==> src/logic/vdpPkg.sv <==
package vdpPkg;

	localparam int FRAC_BITS       = 10;
	localparam int CMD_STRIDE      = 16;
	localparam int CMD_FETCH_WORDS = 7;

	typedef logic signed [10:0] coord_t;
	typedef logic signed [20:0] fixed_t;
	typedef logic [15:0]        color_t;
	typedef logic [17:0]        vramAddr_t;
	typedef logic [16:0]        fbAddr_t;
	typedef logic [3:0]         regAddr_t;
	typedef logic [15:0]        regData_t;

	// Unit step of the DDA
	localparam fixed_t FIXED_ONE = fixed_t'(1 << FRAC_BITS);

	typedef struct packed {
		logic       endBit;
		logic       skip;
		logic [1:0] jumpMode;
		logic [7:0] spare;
		logic [3:0] code;
	} cmdCtrl_t;

	typedef struct packed {
		cmdCtrl_t    ctrl;
		logic [15:0] link;
		logic [15:0] pmod;
		color_t      colr;
		coord_t      xa;
		coord_t      ya;
		coord_t      xb;
		coord_t      yb;
		coord_t      xc;
		coord_t      yc;
	} command_t;

	localparam logic [3:0] COMM_LINE      = 4'h6;
	localparam logic [3:0] COMM_USER_CLIP = 4'h8;
	localparam logic [3:0] COMM_SYS_CLIP  = 4'h9;
	localparam logic [3:0] COMM_LOCAL     = 4'hA;

	localparam logic [1:0] JUMP_NEXT   = 2'd0;
	localparam logic [1:0] JUMP_ASSIGN = 2'd1;
	localparam logic [1:0] JUMP_CALL   = 2'd2;
	localparam logic [1:0] JUMP_RETURN = 2'd3;

	localparam int PMOD_USER_CLIP_BIT = 9;
	localparam int SYS_CLIP_X2_RESET  = 319;
	localparam int SYS_CLIP_Y2_RESET  = 255;

	localparam regAddr_t REG_FBCR = 4'd1;
	localparam regAddr_t REG_PTMR = 4'd2;
	localparam regAddr_t REG_EDSR = 4'd8;
	localparam regAddr_t REG_LOPR = 4'd9;
	localparam regAddr_t REG_COPR = 4'd10;

	localparam int FBCR_FCT = 0;
	localparam int FBCR_FCM = 1;

	localparam logic [1:0] PTM_NOW  = 2'd1;
	localparam logic [1:0] PTM_AUTO = 2'd2;

endpackage

==> src/logic/vdpRegs.sv <==
module vdpRegs (
	input  logic              CLK,
	input  logic              RST_N,
	input  vdpPkg::regAddr_t  regAddr,
	input  vdpPkg::regData_t  regWData,
	input  logic              regWe,
	input  logic              regRe,
	output vdpPkg::regData_t  regRData,
	input  logic              vtimN,
	input  logic              listEnd,
	input  vdpPkg::vramAddr_t cmdAddr,
	output logic              drawStart,
	output logic              drawBank,
	output logic              irqN
);
	logic [1:0]        fbcr;
	logic [1:0]        ptm;
	logic              changeReq;
	logic              curEnd;
	logic              prevEnd;
	logic              vtimOld;
	logic [15:0]       lopr;
	logic [15:0]       copr;
	vdpPkg::vramAddr_t lastAddr;
	logic              fbcrWrite;
	logic              ptmrWrite;
	logic              frameEdge;
	logic              frameAccept;
	logic              addrMoved;

	assign fbcrWrite = regWe && (regAddr == vdpPkg::REG_FBCR);
	assign ptmrWrite = regWe && (regAddr == vdpPkg::REG_PTMR);
	assign frameEdge = vtimN && !vtimOld;
	// Manual mode needs FCT plus a pending request
	assign frameAccept = frameEdge &&
		(!fbcr[vdpPkg::FBCR_FCM] || (fbcr[vdpPkg::FBCR_FCT] && changeReq));
	// Sequencer moves cmdAddr only when a new fetch begins
	assign addrMoved = cmdAddr != lastAddr;
	assign irqN = !curEnd;

	always_ff @(posedge CLK or negedge RST_N) begin
		if (!RST_N) begin
			fbcr      <= '0;
			ptm       <= '0;
			changeReq <= 1'b0;
			curEnd    <= 1'b0;
			prevEnd   <= 1'b0;
			vtimOld   <= 1'b1;
			drawBank  <= 1'b1;
			drawStart <= 1'b0;
			lastAddr  <= '0;
			lopr      <= '0;
			copr      <= '0;
			regRData  <= '0;
		end else begin
			vtimOld   <= vtimN;
			lastAddr  <= cmdAddr;
			drawStart <= (ptmrWrite && regWData[1:0] == vdpPkg::PTM_NOW) ||
				(frameAccept && ptm == vdpPkg::PTM_AUTO);

			if (frameAccept) begin
				drawBank  <= !drawBank;
				prevEnd   <= curEnd;
				curEnd    <= 1'b0;
				changeReq <= 1'b0;
			end
			if (listEnd)
				curEnd <= 1'b1;

			if (fbcrWrite) begin
				fbcr <= regWData[1:0];
				if (regWData[vdpPkg::FBCR_FCT])
					changeReq <= 1'b1;
			end
			if (ptmrWrite)
				ptm <= regWData[1:0];

			if (listEnd || addrMoved) begin
				lopr <= copr;
				copr <= cmdAddr[17:2];
			end

			if (regRe) begin
				case (regAddr)
					vdpPkg::REG_EDSR: regRData <= {14'd0, curEnd, prevEnd};
					vdpPkg::REG_LOPR: regRData <= lopr;
					vdpPkg::REG_COPR: regRData <= copr;
					default:          regRData <= '0;
				endcase
			end
		end
	end

	// PTMR write and frame change must not land on adjacent cycles
	drawStartSingle: assert property (@(posedge CLK) disable iff (!RST_N)
		drawStart |=> !drawStart);

endmodule

==> src/logic/cmdSequencer.sv <==
module cmdSequencer (
	input  logic              CLK,
	input  logic              RST_N,
	input  logic              drawStart,
	output vdpPkg::vramAddr_t vramA,
	output logic              vramRd,
	input  logic              vramReady,
	input  logic [31:0]       vramQ,
	output logic              lineStart,
	output vdpPkg::command_t  cmd,
	input  logic              lineDone,
	output logic              setUserClip,
	output logic              setSysClip,
	output logic              setLocal,
	output vdpPkg::vramAddr_t cmdAddr,
	output logic              listEnd
);
	typedef enum logic [2:0] {
		SEQ_IDLE,
		SEQ_FETCH,
		SEQ_EXEC,
		SEQ_LINE,
		SEQ_NEXT
	} seqState_t;

	seqState_t         state;
	logic [2:0]        fetchCnt;
	logic              discard;
	vdpPkg::vramAddr_t retAddr;
	vdpPkg::vramAddr_t nextAddr;

	assign nextAddr = cmdAddr + vdpPkg::vramAddr_t'(vdpPkg::CMD_STRIDE);

	always_ff @(posedge CLK or negedge RST_N) begin
		if (!RST_N) begin
			state       <= SEQ_IDLE;
			fetchCnt    <= '0;
			discard     <= 1'b0;
			vramA       <= '0;
			vramRd      <= 1'b0;
			cmdAddr     <= '0;
			retAddr     <= '0;
			lineStart   <= 1'b0;
			setUserClip <= 1'b0;
			setSysClip  <= 1'b0;
			setLocal    <= 1'b0;
			listEnd     <= 1'b0;
		end else begin
			lineStart   <= 1'b0;
			setUserClip <= 1'b0;
			setSysClip  <= 1'b0;
			setLocal    <= 1'b0;
			listEnd     <= 1'b0;
			if (drawStart) begin
				cmdAddr  <= '0;
				fetchCnt <= '0;
				state    <= SEQ_FETCH;
				// A read still in flight belongs to the old walk
				discard  <= vramRd && !vramReady;
				if (vramReady)
					vramRd <= 1'b0;
			end else begin
				case (state)
					SEQ_FETCH: begin
						if (!vramRd) begin
							vramA  <= cmdAddr + vdpPkg::vramAddr_t'({fetchCnt, 1'b0});
							vramRd <= 1'b1;
						end else if (vramReady) begin
							vramRd <= 1'b0;
							if (discard) begin
								discard <= 1'b0;
							end else begin
								fetchCnt <= fetchCnt + 3'd1;
								if (fetchCnt == 3'(vdpPkg::CMD_FETCH_WORDS - 1))
									state <= SEQ_EXEC;
							end
						end
					end
					SEQ_EXEC: begin
						fetchCnt <= '0;
						state    <= SEQ_NEXT;
						if (cmd.ctrl.endBit) begin
							listEnd <= 1'b1;
							state   <= SEQ_IDLE;
						end else if (!cmd.ctrl.skip) begin
							case (cmd.ctrl.code)
								vdpPkg::COMM_LINE: begin
									lineStart <= 1'b1;
									state     <= SEQ_LINE;
								end
								vdpPkg::COMM_USER_CLIP: setUserClip <= 1'b1;
								vdpPkg::COMM_SYS_CLIP:  setSysClip <= 1'b1;
								vdpPkg::COMM_LOCAL:     setLocal <= 1'b1;
								default: ;
							endcase
						end
					end
					SEQ_LINE: begin
						if (lineDone)
							state <= SEQ_NEXT;
					end
					SEQ_NEXT: begin
						case (cmd.ctrl.jumpMode)
							vdpPkg::JUMP_NEXT:   cmdAddr <= nextAddr;
							vdpPkg::JUMP_ASSIGN: cmdAddr <= {cmd.link, 2'b00};
							vdpPkg::JUMP_CALL: begin
								cmdAddr <= {cmd.link, 2'b00};
								retAddr <= nextAddr;
							end
							vdpPkg::JUMP_RETURN: cmdAddr <= retAddr;
						endcase
						state <= SEQ_FETCH;
					end
					default: ;
				endcase
			end
		end
	end

	// Word pairs arrive with the lower address in the upper half
	always_ff @(posedge CLK) begin
		if (vramRd && vramReady && !discard) begin
			case (fetchCnt)
				3'd0: begin
					cmd.ctrl <= vramQ[31:16];
					cmd.link <= vramQ[15:0];
				end
				3'd1: begin
					cmd.pmod <= vramQ[31:16];
					cmd.colr <= vramQ[15:0];
				end
				3'd3: begin
					cmd.xa <= vramQ[26:16];
					cmd.ya <= vramQ[10:0];
				end
				3'd4: begin
					cmd.xb <= vramQ[26:16];
					cmd.yb <= vramQ[10:0];
				end
				3'd5: begin
					cmd.xc <= vramQ[26:16];
					cmd.yc <= vramQ[10:0];
				end
				default: ;
			endcase
		end
	end

	// Ready only answers an outstanding read
	vramReadyOnRead: assert property (@(posedge CLK) disable iff (!RST_N)
		vramReady |-> vramRd);

endmodule

==> src/logic/lineEngine.sv <==
module lineEngine (
	input  logic             CLK,
	input  logic             RST_N,
	input  logic             lineStart,
	input  vdpPkg::command_t cmd,
	output logic             lineDone,
	output logic             divStart,
	output vdpPkg::coord_t   divNum,
	output vdpPkg::coord_t   divDen,
	input  logic             divDone,
	input  vdpPkg::fixed_t   divQuot,
	output logic             pixelValid,
	output vdpPkg::coord_t   pixelX,
	output vdpPkg::coord_t   pixelY
);
	typedef enum logic [2:0] {
		LN_IDLE,
		LN_SETUP,
		LN_DIV,
		LN_DRAW,
		LN_DONE
	} lineState_t;

	lineState_t     state;
	vdpPkg::coord_t deltaX;
	vdpPkg::coord_t deltaY;
	vdpPkg::coord_t originX;
	vdpPkg::coord_t originY;
	vdpPkg::coord_t absX;
	vdpPkg::coord_t absY;
	vdpPkg::coord_t majorLen;
	vdpPkg::coord_t minorLen;
	vdpPkg::coord_t count;
	logic           dirX;
	logic           dirY;
	logic           xMajor;
	vdpPkg::fixed_t accX;
	vdpPkg::fixed_t accY;
	vdpPkg::fixed_t stepX;
	vdpPkg::fixed_t stepY;

	assign deltaX   = cmd.xb - cmd.xa;
	assign deltaY   = cmd.yb - cmd.ya;
	assign xMajor   = absX >= absY;
	assign majorLen = xMajor ? absX : absY;
	assign minorLen = xMajor ? absY : absX;

	always_ff @(posedge CLK or negedge RST_N) begin
		if (!RST_N) begin
			state      <= LN_IDLE;
			lineDone   <= 1'b0;
			divStart   <= 1'b0;
			pixelValid <= 1'b0;
		end else begin
			lineDone   <= 1'b0;
			divStart   <= 1'b0;
			pixelValid <= 1'b0;
			case (state)
				LN_IDLE: begin
					if (lineStart)
						state <= LN_SETUP;
				end
				LN_SETUP: begin
					// Axis-aligned and single-point lines skip the divider
					if (minorLen != '0) begin
						divStart <= 1'b1;
						state    <= LN_DIV;
					end else begin
						state <= LN_DRAW;
					end
				end
				LN_DIV: begin
					if (divDone)
						state <= LN_DRAW;
				end
				LN_DRAW: begin
					pixelValid <= 1'b1;
					if (count == majorLen)
						state <= LN_DONE;
				end
				LN_DONE: begin
					lineDone <= 1'b1;
					state    <= LN_IDLE;
				end
				default: state <= LN_IDLE;
			endcase
		end
	end

	always_ff @(posedge CLK) begin
		case (state)
			LN_IDLE: begin
				if (lineStart) begin
					originX <= cmd.xa;
					originY <= cmd.ya;
					dirX    <= !deltaX[10];
					dirY    <= !deltaY[10];
					absX    <= deltaX[10] ? -deltaX : deltaX;
					absY    <= deltaY[10] ? -deltaY : deltaY;
				end
			end
			LN_SETUP: begin
				count  <= '0;
				accX   <= '0;
				accY   <= '0;
				divNum <= minorLen;
				divDen <= majorLen;
				stepX  <= '0;
				stepY  <= '0;
				if (xMajor)
					stepX <= dirX ? vdpPkg::FIXED_ONE : -vdpPkg::FIXED_ONE;
				else
					stepY <= dirY ? vdpPkg::FIXED_ONE : -vdpPkg::FIXED_ONE;
			end
			LN_DIV: begin
				if (divDone) begin
					if (xMajor)
						stepY <= dirY ? divQuot : -divQuot;
					else
						stepX <= dirX ? divQuot : -divQuot;
				end
			end
			LN_DRAW: begin
				// Truncating the fraction floors toward minus infinity
				pixelX <= originX + accX[20:vdpPkg::FRAC_BITS];
				pixelY <= originY + accY[20:vdpPkg::FRAC_BITS];
				accX   <= accX + stepX;
				accY   <= accY + stepY;
				count  <= count + 11'sd1;
			end
			default: ;
		endcase
	end

endmodule

==> src/logic/slopeDivider.sv <==
module slopeDivider (
	input  logic           CLK,
	input  logic           RST_N,
	input  logic           divStart,
	input  vdpPkg::coord_t divNum,
	input  vdpPkg::coord_t divDen,
	output logic           divDone,
	output vdpPkg::fixed_t divQuot
);
	logic        busy;
	logic [4:0]  stepCnt;
	logic [10:0] rem;
	logic [10:0] remIn;
	logic [10:0] remNext;
	logic [11:0] trial;
	logic [20:0] work;
	logic [20:0] workIn;
	logic [10:0] den;
	logic [10:0] denIn;
	logic        fits;

	// First quotient bit is taken in the start cycle itself
	always_comb begin
		remIn   = divStart ? '0 : rem;
		workIn  = divStart ? {divNum, {vdpPkg::FRAC_BITS{1'b0}}} : work;
		denIn   = divStart ? divDen : den;
		trial   = {remIn, workIn[20]};
		fits    = trial >= {1'b0, denIn};
		remNext = fits ? 11'(trial - {1'b0, denIn}) : trial[10:0];
	end

	always_ff @(posedge CLK or negedge RST_N) begin
		if (!RST_N) begin
			busy    <= 1'b0;
			stepCnt <= '0;
			divDone <= 1'b0;
		end else begin
			divDone <= 1'b0;
			if (divStart) begin
				busy    <= 1'b1;
				stepCnt <= 5'd1;
			end else if (busy) begin
				stepCnt <= stepCnt + 5'd1;
				if (stepCnt == 5'($bits(vdpPkg::fixed_t) - 1)) begin
					busy    <= 1'b0;
					divDone <= 1'b1;
				end
			end
		end
	end

	always_ff @(posedge CLK) begin
		if (divStart || busy) begin
			rem  <= remNext;
			work <= {workIn[19:0], fits};
			den  <= denIn;
		end
	end

	assign divQuot = work;

	denNonZero: assert property (@(posedge CLK) disable iff (!RST_N)
		divStart |-> divDen != '0);

endmodule

==> src/logic/pixelWriter.sv <==
module pixelWriter (
	input  logic             CLK,
	input  logic             RST_N,
	input  logic             pixelValid,
	input  vdpPkg::coord_t   pixelX,
	input  vdpPkg::coord_t   pixelY,
	input  vdpPkg::command_t cmd,
	input  logic             setUserClip,
	input  logic             setSysClip,
	input  logic             setLocal,
	output logic             fbWe,
	output vdpPkg::fbAddr_t  fbA,
	output vdpPkg::color_t   fbD
);
	vdpPkg::coord_t userX1;
	vdpPkg::coord_t userY1;
	vdpPkg::coord_t userX2;
	vdpPkg::coord_t userY2;
	vdpPkg::coord_t sysX2;
	vdpPkg::coord_t sysY2;
	vdpPkg::coord_t locX;
	vdpPkg::coord_t locY;
	vdpPkg::coord_t drawX;
	vdpPkg::coord_t drawY;
	logic           inSys;
	logic           inUser;
	logic           userClipOn;

	assign drawX      = pixelX + locX;
	assign drawY      = pixelY + locY;
	assign inSys      = drawX >= 0 && drawY >= 0 && drawX <= sysX2 && drawY <= sysY2;
	// User rectangle is inclusive on all four edges
	assign inUser     = drawX >= userX1 && drawX <= userX2 &&
		drawY >= userY1 && drawY <= userY2;
	assign userClipOn = cmd.pmod[vdpPkg::PMOD_USER_CLIP_BIT];

	always_ff @(posedge CLK or negedge RST_N) begin
		if (!RST_N) begin
			userX1 <= '0;
			userY1 <= '0;
			userX2 <= '0;
			userY2 <= '0;
			sysX2  <= vdpPkg::coord_t'(vdpPkg::SYS_CLIP_X2_RESET);
			sysY2  <= vdpPkg::coord_t'(vdpPkg::SYS_CLIP_Y2_RESET);
			locX   <= '0;
			locY   <= '0;
			fbWe   <= 1'b0;
		end else begin
			if (setUserClip) begin
				userX1 <= cmd.xa;
				userY1 <= cmd.ya;
				userX2 <= cmd.xc;
				userY2 <= cmd.yc;
			end
			if (setSysClip) begin
				sysX2 <= cmd.xc;
				sysY2 <= cmd.yc;
			end
			if (setLocal) begin
				locX <= cmd.xa;
				locY <= cmd.ya;
			end
			fbWe <= pixelValid && inSys && (inUser || !userClipOn);
		end
	end

	always_ff @(posedge CLK) begin
		if (pixelValid) begin
			fbA <= {drawY[7:0], drawX[8:0]};
			fbD <= cmd.colr;
		end
	end

endmodule

==> src/logic/vdpCore.sv <==
module vdpCore (
	input  logic              CLK,
	input  logic              RST_N,
	input  vdpPkg::regAddr_t  regAddr,
	input  vdpPkg::regData_t  regWData,
	input  logic              regWe,
	input  logic              regRe,
	output vdpPkg::regData_t  regRData,
	input  logic              vtimN,
	output logic              drawBank,
	output logic              irqN,
	output vdpPkg::vramAddr_t vramA,
	output logic              vramRd,
	input  logic              vramReady,
	input  logic [31:0]       vramQ,
	output logic              fbWe,
	output vdpPkg::fbAddr_t   fbA,
	output vdpPkg::color_t    fbD
);
	logic              drawStart;
	logic              listEnd;
	vdpPkg::vramAddr_t cmdAddr;
	logic              lineStart;
	logic              lineDone;
	vdpPkg::command_t  cmd;
	logic              setUserClip;
	logic              setSysClip;
	logic              setLocal;
	logic              divStart;
	vdpPkg::coord_t    divNum;
	vdpPkg::coord_t    divDen;
	logic              divDone;
	vdpPkg::fixed_t    divQuot;
	logic              pixelValid;
	vdpPkg::coord_t    pixelX;
	vdpPkg::coord_t    pixelY;

	vdpRegs u_vdpRegs (
		.CLK(CLK), .RST_N(RST_N),
		.regAddr(regAddr), .regWData(regWData), .regWe(regWe), .regRe(regRe),
		.regRData(regRData), .vtimN(vtimN), .listEnd(listEnd), .cmdAddr(cmdAddr),
		.drawStart(drawStart), .drawBank(drawBank), .irqN(irqN)
	);

	cmdSequencer u_cmdSequencer (
		.CLK(CLK), .RST_N(RST_N), .drawStart(drawStart),
		.vramA(vramA), .vramRd(vramRd), .vramReady(vramReady), .vramQ(vramQ),
		.lineStart(lineStart), .cmd(cmd), .lineDone(lineDone),
		.setUserClip(setUserClip), .setSysClip(setSysClip), .setLocal(setLocal),
		.cmdAddr(cmdAddr), .listEnd(listEnd)
	);

	lineEngine u_lineEngine (
		.CLK(CLK), .RST_N(RST_N), .lineStart(lineStart), .cmd(cmd),
		.lineDone(lineDone), .divStart(divStart), .divNum(divNum), .divDen(divDen),
		.divDone(divDone), .divQuot(divQuot),
		.pixelValid(pixelValid), .pixelX(pixelX), .pixelY(pixelY)
	);

	slopeDivider u_slopeDivider (
		.CLK(CLK), .RST_N(RST_N), .divStart(divStart), .divNum(divNum),
		.divDen(divDen), .divDone(divDone), .divQuot(divQuot)
	);

	pixelWriter u_pixelWriter (
		.CLK(CLK), .RST_N(RST_N), .pixelValid(pixelValid),
		.pixelX(pixelX), .pixelY(pixelY), .cmd(cmd),
		.setUserClip(setUserClip), .setSysClip(setSysClip), .setLocal(setLocal),
		.fbWe(fbWe), .fbA(fbA), .fbD(fbD)
	);

endmodule

==> config.mk <==
export PLATFORM = sky130hd
export DESIGN_NAME = vdpCore
export DESIGN_NICKNAME = d
export VERILOG_FILES = /design/src/logic/vdpPkg.sv /design/src/logic/vdpRegs.sv /design/src/logic/cmdSequencer.sv /design/src/logic/lineEngine.sv /design/src/logic/slopeDivider.sv /design/src/logic/pixelWriter.sv /design/src/logic/vdpCore.sv
export SDC_FILE = /design/constraint.sdc
export NUM_CORES = 1
export LEC_CHECK = 0
export BUFFER_PORTS_ARGS = -buffer_cell sky130_fd_sc_hd__buf_2
export CORE_ASPECT_RATIO = 1.4
export CORE_MARGIN = 2
export CORE_UTILIZATION = 59
export CTS_BUF_LIST = sky130_fd_sc_hd__clkbuf_16
export CTS_CLUSTER_DIAMETER = 150
export DETAILED_ROUTE_END_ITERATION = 8
export PLACE_DENSITY_LB_ADDON = 0.25
export SLEW_MARGIN = 20
export SYNTH_ARGS = -nofsm -noshare
export SYNTH_HDL_FRONTEND = slang
export SYNTH_SLANG_ARGS = --single-unit
==> constraint.sdc <==
create_clock -name CLK -period 7 [get_ports CLK]
set_clock_uncertainty 0.1 [all_clocks]
set_input_delay 1.4 -clock CLK [delete_from_list [all_inputs] [get_ports CLK]]
set_output_delay 1.4 -clock CLK [all_outputs]
set_load 0.05 [all_outputs]
==> results of run 1 <==
==> power by group <==
group	leakage, nW	switching [mW]	internal (mW)
Clock	0.958	1.36	1.68
Sequential	6.51	0.295	4.21
Combinational	6.31	1.09	0.709
==> path summary, 6_finish.rpt <==
check                      slack (ns)                    from                     end
max reg2reg                      2.36  u_lineEngine.pixelX[0]      u_pixelWriter.fbWe
min                              0.33  u_cmdSequencer.cmd[75]    u_pixelWriter.fbD[9]
max                              2.36  u_lineEngine.pixelX[0]      u_pixelWriter.fbWe
min reg2reg                      0.33  u_cmdSequencer.cmd[75]    u_pixelWriter.fbD[9]
min in group asynchronous        0.73                   RST_N  u_vdpRegs.regRData[10]
max in group asynchronous        4.73                   RST_N   u_pixelWriter.locX[3]
==> cells in the mapped netlist, types with 11 or more instances <==
cell type    n  area share, %
clkbuf_1    70           0.85
nand2b_1    16           0.32
xor2_1      72            2.0
o22ai_1     20           0.40
a211oi_1    13           0.32
buf_2       13           0.21
inv_1      213            2.6
o21ai_1     19           0.31
o21a_1      15           0.36
nand2_1    203            2.5
o21ai_0    211            3.4
mux2i_1     23           0.74
nand3_1     30           0.49
and2_1      11           0.22
a21oi_1     97            1.6
a21o_1      24           0.58
ha_1       206            8.3
a22oi_1     31           0.75
nor4_1      14           0.28
o31ai_1     14           0.34
dfstp_2     17            1.4
nor3_1      51           0.83
or3_1       31           0.63
nand4_1     21           0.42
mux2_2      90            3.3
dfrtp_1    228             18
xnor2_1    134            3.8
nor2b_1     44           0.89
and3_1      22           0.45
edfxtp_1   368             36
nor2_1     193            2.3
==> final cells by class <==
| cell class | instances | area share [%] |
|---|---|---|
| well taps | 656 | 2.42 |
| repair buffers | 130 | 2.17 |
| flip-flops and latches | 613 | 50.7 |
| multi-input cells | 1766 | 37.0 |
| clock buffers | 59 | 4.35 |
| inverters | 213 | 2.36 |
| clock inverters | 46 | 1.03 |
==> metal layers <==
layer / wire length [um] / part of all wire (%) / global-route usage (%)
met1: 26600 / 39 / 29.7
met2: 35800 / 53 / 46.9
met3: 2880 / 4.3 / 3.63
met4: 2180 / 3.2 / 9.02
met5: 0 / 0 / 0
==> per-stage QoR <==
step | total power, mW | cells | area, um^2 | hold slack (ns)
3_3_place_gp | 6.29 | 3377 | 32100 | 0.305
4_1_cts | 9.42 | 3482 | 33900 | 0.327
3_5_place_dp | 6.37 | 3377 | 32100 | 0.306
5_1_grt | 9.76 | 3483 | 33900 | 0.330
2_1_floorplan | 5.87 | 2687 | 30900 | 0.249
6_report | 9.34 | 3483 | 33900 | 0.325
==> critical path: cells and delay by family (launching register included) <==
family / cells / cell delay [ns]
flip-flops: 1 / 0.38
buffers and inverters: 1 / 0.07
AND/OR/NAND/NOR: 5 / 1.18
adder cells (fa/ha/maj): 3 / 0.71
AO/OA/AOI/OAI: 8 / 2.14
==> logic make-up (layout without fill, tap and decap cells) <==
logic type	count (synthesis)	after routing	synth area share, %
buffers and inverters	308	448	3.91
and+or+nand+nor	693	693	10.9
DFF	613	613	55.6
muxes	119	119	4.24
xor gates and xnor gates	208	208	5.94
AOI/OAI and AO/OA	530	530	10.4
adders and majority gates	216	216	8.98
==> registers in the layout, indices dropped and copies added (netlist names), 16 cells and up <==
| signal | cells |
|---|---|
| u_vdpRegs.lopr | 16 |
| u_cmdSequencer.retAddr | 18 |
| u_vdpRegs.copr | 16 |
| u_slopeDivider.divQuot | 21 |
| u_cmdSequencer.cmd | 107 |
| u_lineEngine.stepY | 21 |
| u_vdpRegs.lastAddr | 18 |
| u_pixelWriter.fbA | 17 |
| u_cmdSequencer.cmdAddr | 18 |
| u_cmdSequencer.vramA | 18 |
| u_lineEngine.accY | 21 |
| u_lineEngine.stepX | 21 |
| u_lineEngine.accX | 21 |
| u_vdpRegs.regRData | 16 |
| u_pixelWriter.fbD | 16 |
==> placed cells by master (no fill, tap or decap), types with 43 or more instances in the layout <==
| master | Yosys | final |
|---|---|---|
| a21oi_1 | 97 | 97 |
| buf_2 | 13 | 112 |
| clkbuf_16 | 0 | 59 |
| dfrtp_1 | 228 | 227 |
| edfxtp_1 | 368 | 368 |
| ha_1 | 206 | 206 |
| inv_1 | 213 | 231 |
| mux2_2 | 90 | 90 |
| nand2_1 | 203 | 203 |
| nor2_1 | 193 | 193 |
| nor2b_1 | 44 | 43 |
| nor3_1 | 51 | 51 |
| o21ai_0 | 211 | 210 |
| xnor2_1 | 134 | 134 |
| xor2_1 | 72 | 72 |
==> out/qor.txt, run 1 <==
Synthesis warning total = 0
DR vias = 20,497
Diodes inserted = 0
Max incr delay on CP = 0.61 ns
Dpl hpwl = 47,900 um
Worst Path Required = 7.44 ns
Hold Vio Cnt, Final = 0
# clock sinks = 613
Final setup violation count = 0
H-tree levels = 2
Peak Freq = 0.216 GHz
Vias in the first global route = 21,188
Gpl congestion = 0.942
First-pass GRT wire length = 108,000 um
CP Launch Type = flip-flop
Final Max Tran Viols = 0
Total gr overflow = 0
Clock Latency Late Sink = 0.64 ns
CP max FO = 4
Fillers = 3,861
Final setup margin = 2.36 ns
CTS tree = built
R2R cell count = 17
Mapped Nets = 2,961
Asr flop ratio synth = 40.0%
Clk slew on worst S/H paths = 0.07 ns
Crit path cell chain = ha_1, inv_1, fa_1, nor2b_1, o21ai_0, a21boi_1, o21a_1, o41ai_1, nor2_1, a211oi_1, ha_1, nor4b_1, o21ai_0, o211ai_1, a21oi_1, or4_1, nor4_1
Max_slew headroom = 27.3%
Root buf cell = clkbuf_16
Placement Rows = 99
Num CTS Buffers = 58
Share of cells above drive strength 1 = 12.3%
Cts repair resizes = 0
CP max stage cell = a211oi_1
Setup CP Type = flip-flop to flip-flop
Status = finished, final reports clean
Highest ir drop seen on vdd = 0.286 mV
Hold Crit Depth = 0
Maximum clock path buffer count = 3
Min Tclk post-route = 4.64 ns
Period utilization = 66.3%
Overall die width = 197 um
Maximum capacitance violations = 0
Multi-input gate area = 12,600 um^2
P&R area growth vs syn = 9.79%
First-pass iteration count of the detailed router = 5
Iter 0 DRT Violations = 1,292
Post-CTS Setup Bufs = 0
Largest net degree at the start of global routing = 138
I/O pin cnt = 129
Setup TNS = 0 ns
Min-delay worst type = flip-flop to flip-flop
Post-synth cell types = 86
IO buf count = 113
Avg Inst Size Synth = 11.5 um^2
Die area = 54,300 um^2
Routed Wire Length = 67,500 um
Storage cell area = 17,200 um^2
Core area = 51,900 um^2
RSZ-0062 raised after global routing = no
Arrival time worst endpoint = 5.08 ns
All-Layer GR Usage = 25.2%
DRT antenna net count = 0
Final core utilization = 65.4%
Chip height = 275 um
Pre-CTS WS = 2.33 ns
CP endpoint kind = flip-flop
Initial core utilization = 59.6%
Ys flop type = edfxtp_1
# DRC = 0
Worst slew pin tran = 1.08 ns
#FFs+latches synth = 613
Initial antenna violation count = 0
Number of hold buffers added after CTS = 0
Synthesized instance count = 2,687
Sequential share of the synthesized area = 55.6%
Final-stage net count = 3,056
DR WL/cell = 19.4 um
Pwr Density = 275 nW/um^2
EDFF count, synth = 368
Cell Area, Synth = 30,900 um^2
Leakage power = 13.8 nW
Drt via density = 5.88
Power figures use the tool's default switching activity.
==> inputs of run 2 (changes only) <==
--- a/config.mk
+++ b/config.mk
@@ -8,7 +8,7 @@
 export BUFFER_PORTS_ARGS = -buffer_cell sky130_fd_sc_hd__buf_2
 export CORE_ASPECT_RATIO = 1.4
 export CORE_MARGIN = 2
-export CORE_UTILIZATION = 59
+export CORE_UTILIZATION = 56
 export CTS_BUF_LIST = sky130_fd_sc_hd__clkbuf_16
 export CTS_CLUSTER_DIAMETER = 150
 export DETAILED_ROUTE_END_ITERATION = 8
==> constraint.sdc (replaced) <==
create_clock -name CLK -period 4 [get_ports CLK]
set_clock_uncertainty 0.1 [all_clocks]
set_input_delay 0.8 -clock CLK [delete_from_list [all_inputs] [get_ports CLK]]
set_output_delay 0.8 -clock CLK [all_outputs]
set_load 0.05 [all_outputs]
==> out/qor.txt, run 2 (synthesized netlist as in run 1, its figures left out) <==
Iter 0 DRT Violations = 1,238
DRT antenna net count = 0
Total gr overflow = 0
Clk slew on worst S/H paths = 0.06 ns
Placement Rows = 101
Initial core utilization = 56.8%
Drt via density = 5.72
Sequential cell fraction of total power = 47.4%
Routed Wire Length = 69,400 um
Chip height = 282 um
Largest net degree at the start of global routing = 92
Final-stage net count = 3,097
Leakage power = 14.0 nW
# clock sinks = 613
Core area = 54,500 um^2
Peak Freq = 0.257 GHz
R2R cell count = 15
Number of hold buffers added after CTS = 0
IO buf count = 113
RSZ-0062 raised after global routing = yes
Reg2reg end = u_pixelWriter.fbWe
Worst Setup SP = u_pixelWriter.locY[0]
Fillers = 4,210
Min Tclk post-route = 3.90 ns
Period utilization = 97.4%
Gpl congestion = 0.881
H-tree levels = 2
Sw frac = 29.6%
Worst Path Required = 4.45 ns
I/O pin cnt = 129
CTS tree = built
Maximum capacitance violations = 0
Highest ir drop seen on vdd = 0.485 mV
Final Max Tran Viols = 0
P_sw = 4.90 mW
P&R area growth vs syn = 11.5%
Capture point of the worst path = u_pixelWriter.fbWe
DR vias = 20,550
DR WL/cell = 19.3 um
CP Launch Type = flip-flop
Initial antenna violation count = 0
Final core utilization = 63.3%
Gate power share = 19.6%
Min-delay worst type = input port to asynchronous set/reset pin
Setup TNS = 0 ns
Arrival time worst endpoint = 4.34 ns
Max_slew headroom = 30.0%
Most frequent cells in the layout = 368 x edfxtp_1, 227 x dfrtp_1, 224 x inv_1, 207 x o21ai_0, 205 x ha_1
Largest Register = u_cmdSequencer.cmd
Maximum clock path buffer count = 3
Final total power = 16.6 mW
Commonest non-fill, non-tap cell in the layout = edfxtp_1
Root buf cell = clkbuf_16
Setup CP Type = flip-flop to flip-flop
Hold Vio Cnt, Final = 0
Num CTS Buffers = 57
Max reg flops = 107
Overall die width = 203 um
CP max FO = 3
All-Layer GR Usage = 24.7%
Final setup violation count = 0
# DRC = 0
Share of cells above drive strength 1 = 14.2%
First-pass iteration count of the detailed router = 5
WHS = 0.00283 ns
Vias in the first global route = 21,384
Diodes inserted = 0
Die area = 57,100 um^2
Clock Latency Late Sink = 0.64 ns
Worst slew pin tran = 1.04 ns
CP endpoint kind = flip-flop
Reg2reg start = u_pixelWriter.locY[0]
Pwr Density = 481 nW/um^2
P_int = 11.7 mW
Dpl hpwl = 49,600 um
First-pass GRT wire length = 112,000 um
Status = finished, final reports clean
R2r setup slk = 0.10 ns
Clk pwr share = 33.0%
==> run 2: changes by cell type in the layout (fill, tap and decap cells not counted), sizes merged <==
cell    before  now
bufinv       4    5
clkinv      18   27
buf        130  172
inv        235  227
==> run 2: worst max-delay path, cell delays in order (launching register included) <==
cell and delay [ns]:
dfrtp_1 0.39, ha_2 0.21, fa_2 0.34, a21o_1 0.18, a21oi_2 0.16, o21ai_2 0.07
or4_4 0.41, a31o_1 0.20, a21oi_2 0.16, xnor2_2 0.10, buf_4 0.16, ha_1 0.23
a2111oi_2 0.29, a31oi_1 0.15, or4_4 0.51, nor4_4 0.13
==> run 2: cell type report <==
type / instances / area [um^2] / share of cell area, %
Inverter: 213 / 800 / 2.32
Clock inverter: 48 / 409 / 1.19
Multi-Input combinational cell: 1766 / 12600 / 36.6
Clock buffer: 59 / 1480 / 4.28
Tap cell: 721 / 902 / 2.62
Timing Repair Buffer: 172 / 1060 / 3.06
Sequential cell: 613 / 17200 / 49.9
==> run 2: how the worst min path moves through the flow <==
stage,slack (ns),end,cells past startpoint,startpoint
2_1_floorplan,0.25,u_vdpRegs.lastAddr[13],0,u_cmdSequencer.cmdAddr[13]
3_3_place_gp,0.30,u_pixelWriter.fbD[13],0,u_cmdSequencer.cmd[79]
3_5_place_dp,0.31,u_pixelWriter.fbD[6],0,u_cmdSequencer.cmd[72]
4_1_cts,0.009,u_pixelWriter.sysY2[9],1,RST_N
5_1_grt,0.03,u_pixelWriter.sysY2[9],1,RST_N
6_report,0.003,u_pixelWriter.sysY2[9],1,RST_N
==> run 2: per-layer routing <==
metal / global-route usage [%] / routed length [um] / up-vias
met5: 0 / 0 / -
met4: 9.64 / 2610 / 0
met3: 3.12 / 2990 / 149
met2: 45.0 / 36100 / 462
met1: 29.8 / 27700 / 10099
li1: - / - / 9840
==> run 2: power by group through the flow <==
| stage | registers (mW) | clock network, mW | logic [mW] |
|---|---|---|---|
| floorplan | 8.06 | 0 | 2.22 |
| global placement | 7.95 | 0 | 3.13 |
| detailed placement | 7.98 | 0 | 3.24 |
| CTS | 7.86 | 5.56 | 3.26 |
| global route | 7.93 | 5.81 | 3.60 |
| finish | 7.86 | 5.47 | 3.25 |
==> run 2: stage by stage <==
step,setup slack (ns),area (um^2),instances
floorplan,0.00185,30900,2687
global placement,-0.133,32500,3482
detailed placement,-0.153,32500,3482
CTS,0.0428,34400,3591
global route,-0.102,34500,3592
finish,0.103,34500,3592
==> run 2: what timing repair did <==
item,4_1_cts,5_1_grt
buffers inserted,2,1
resized for setup,2,14
endpoints found under the setup margin,1,1
pin swaps,13,6
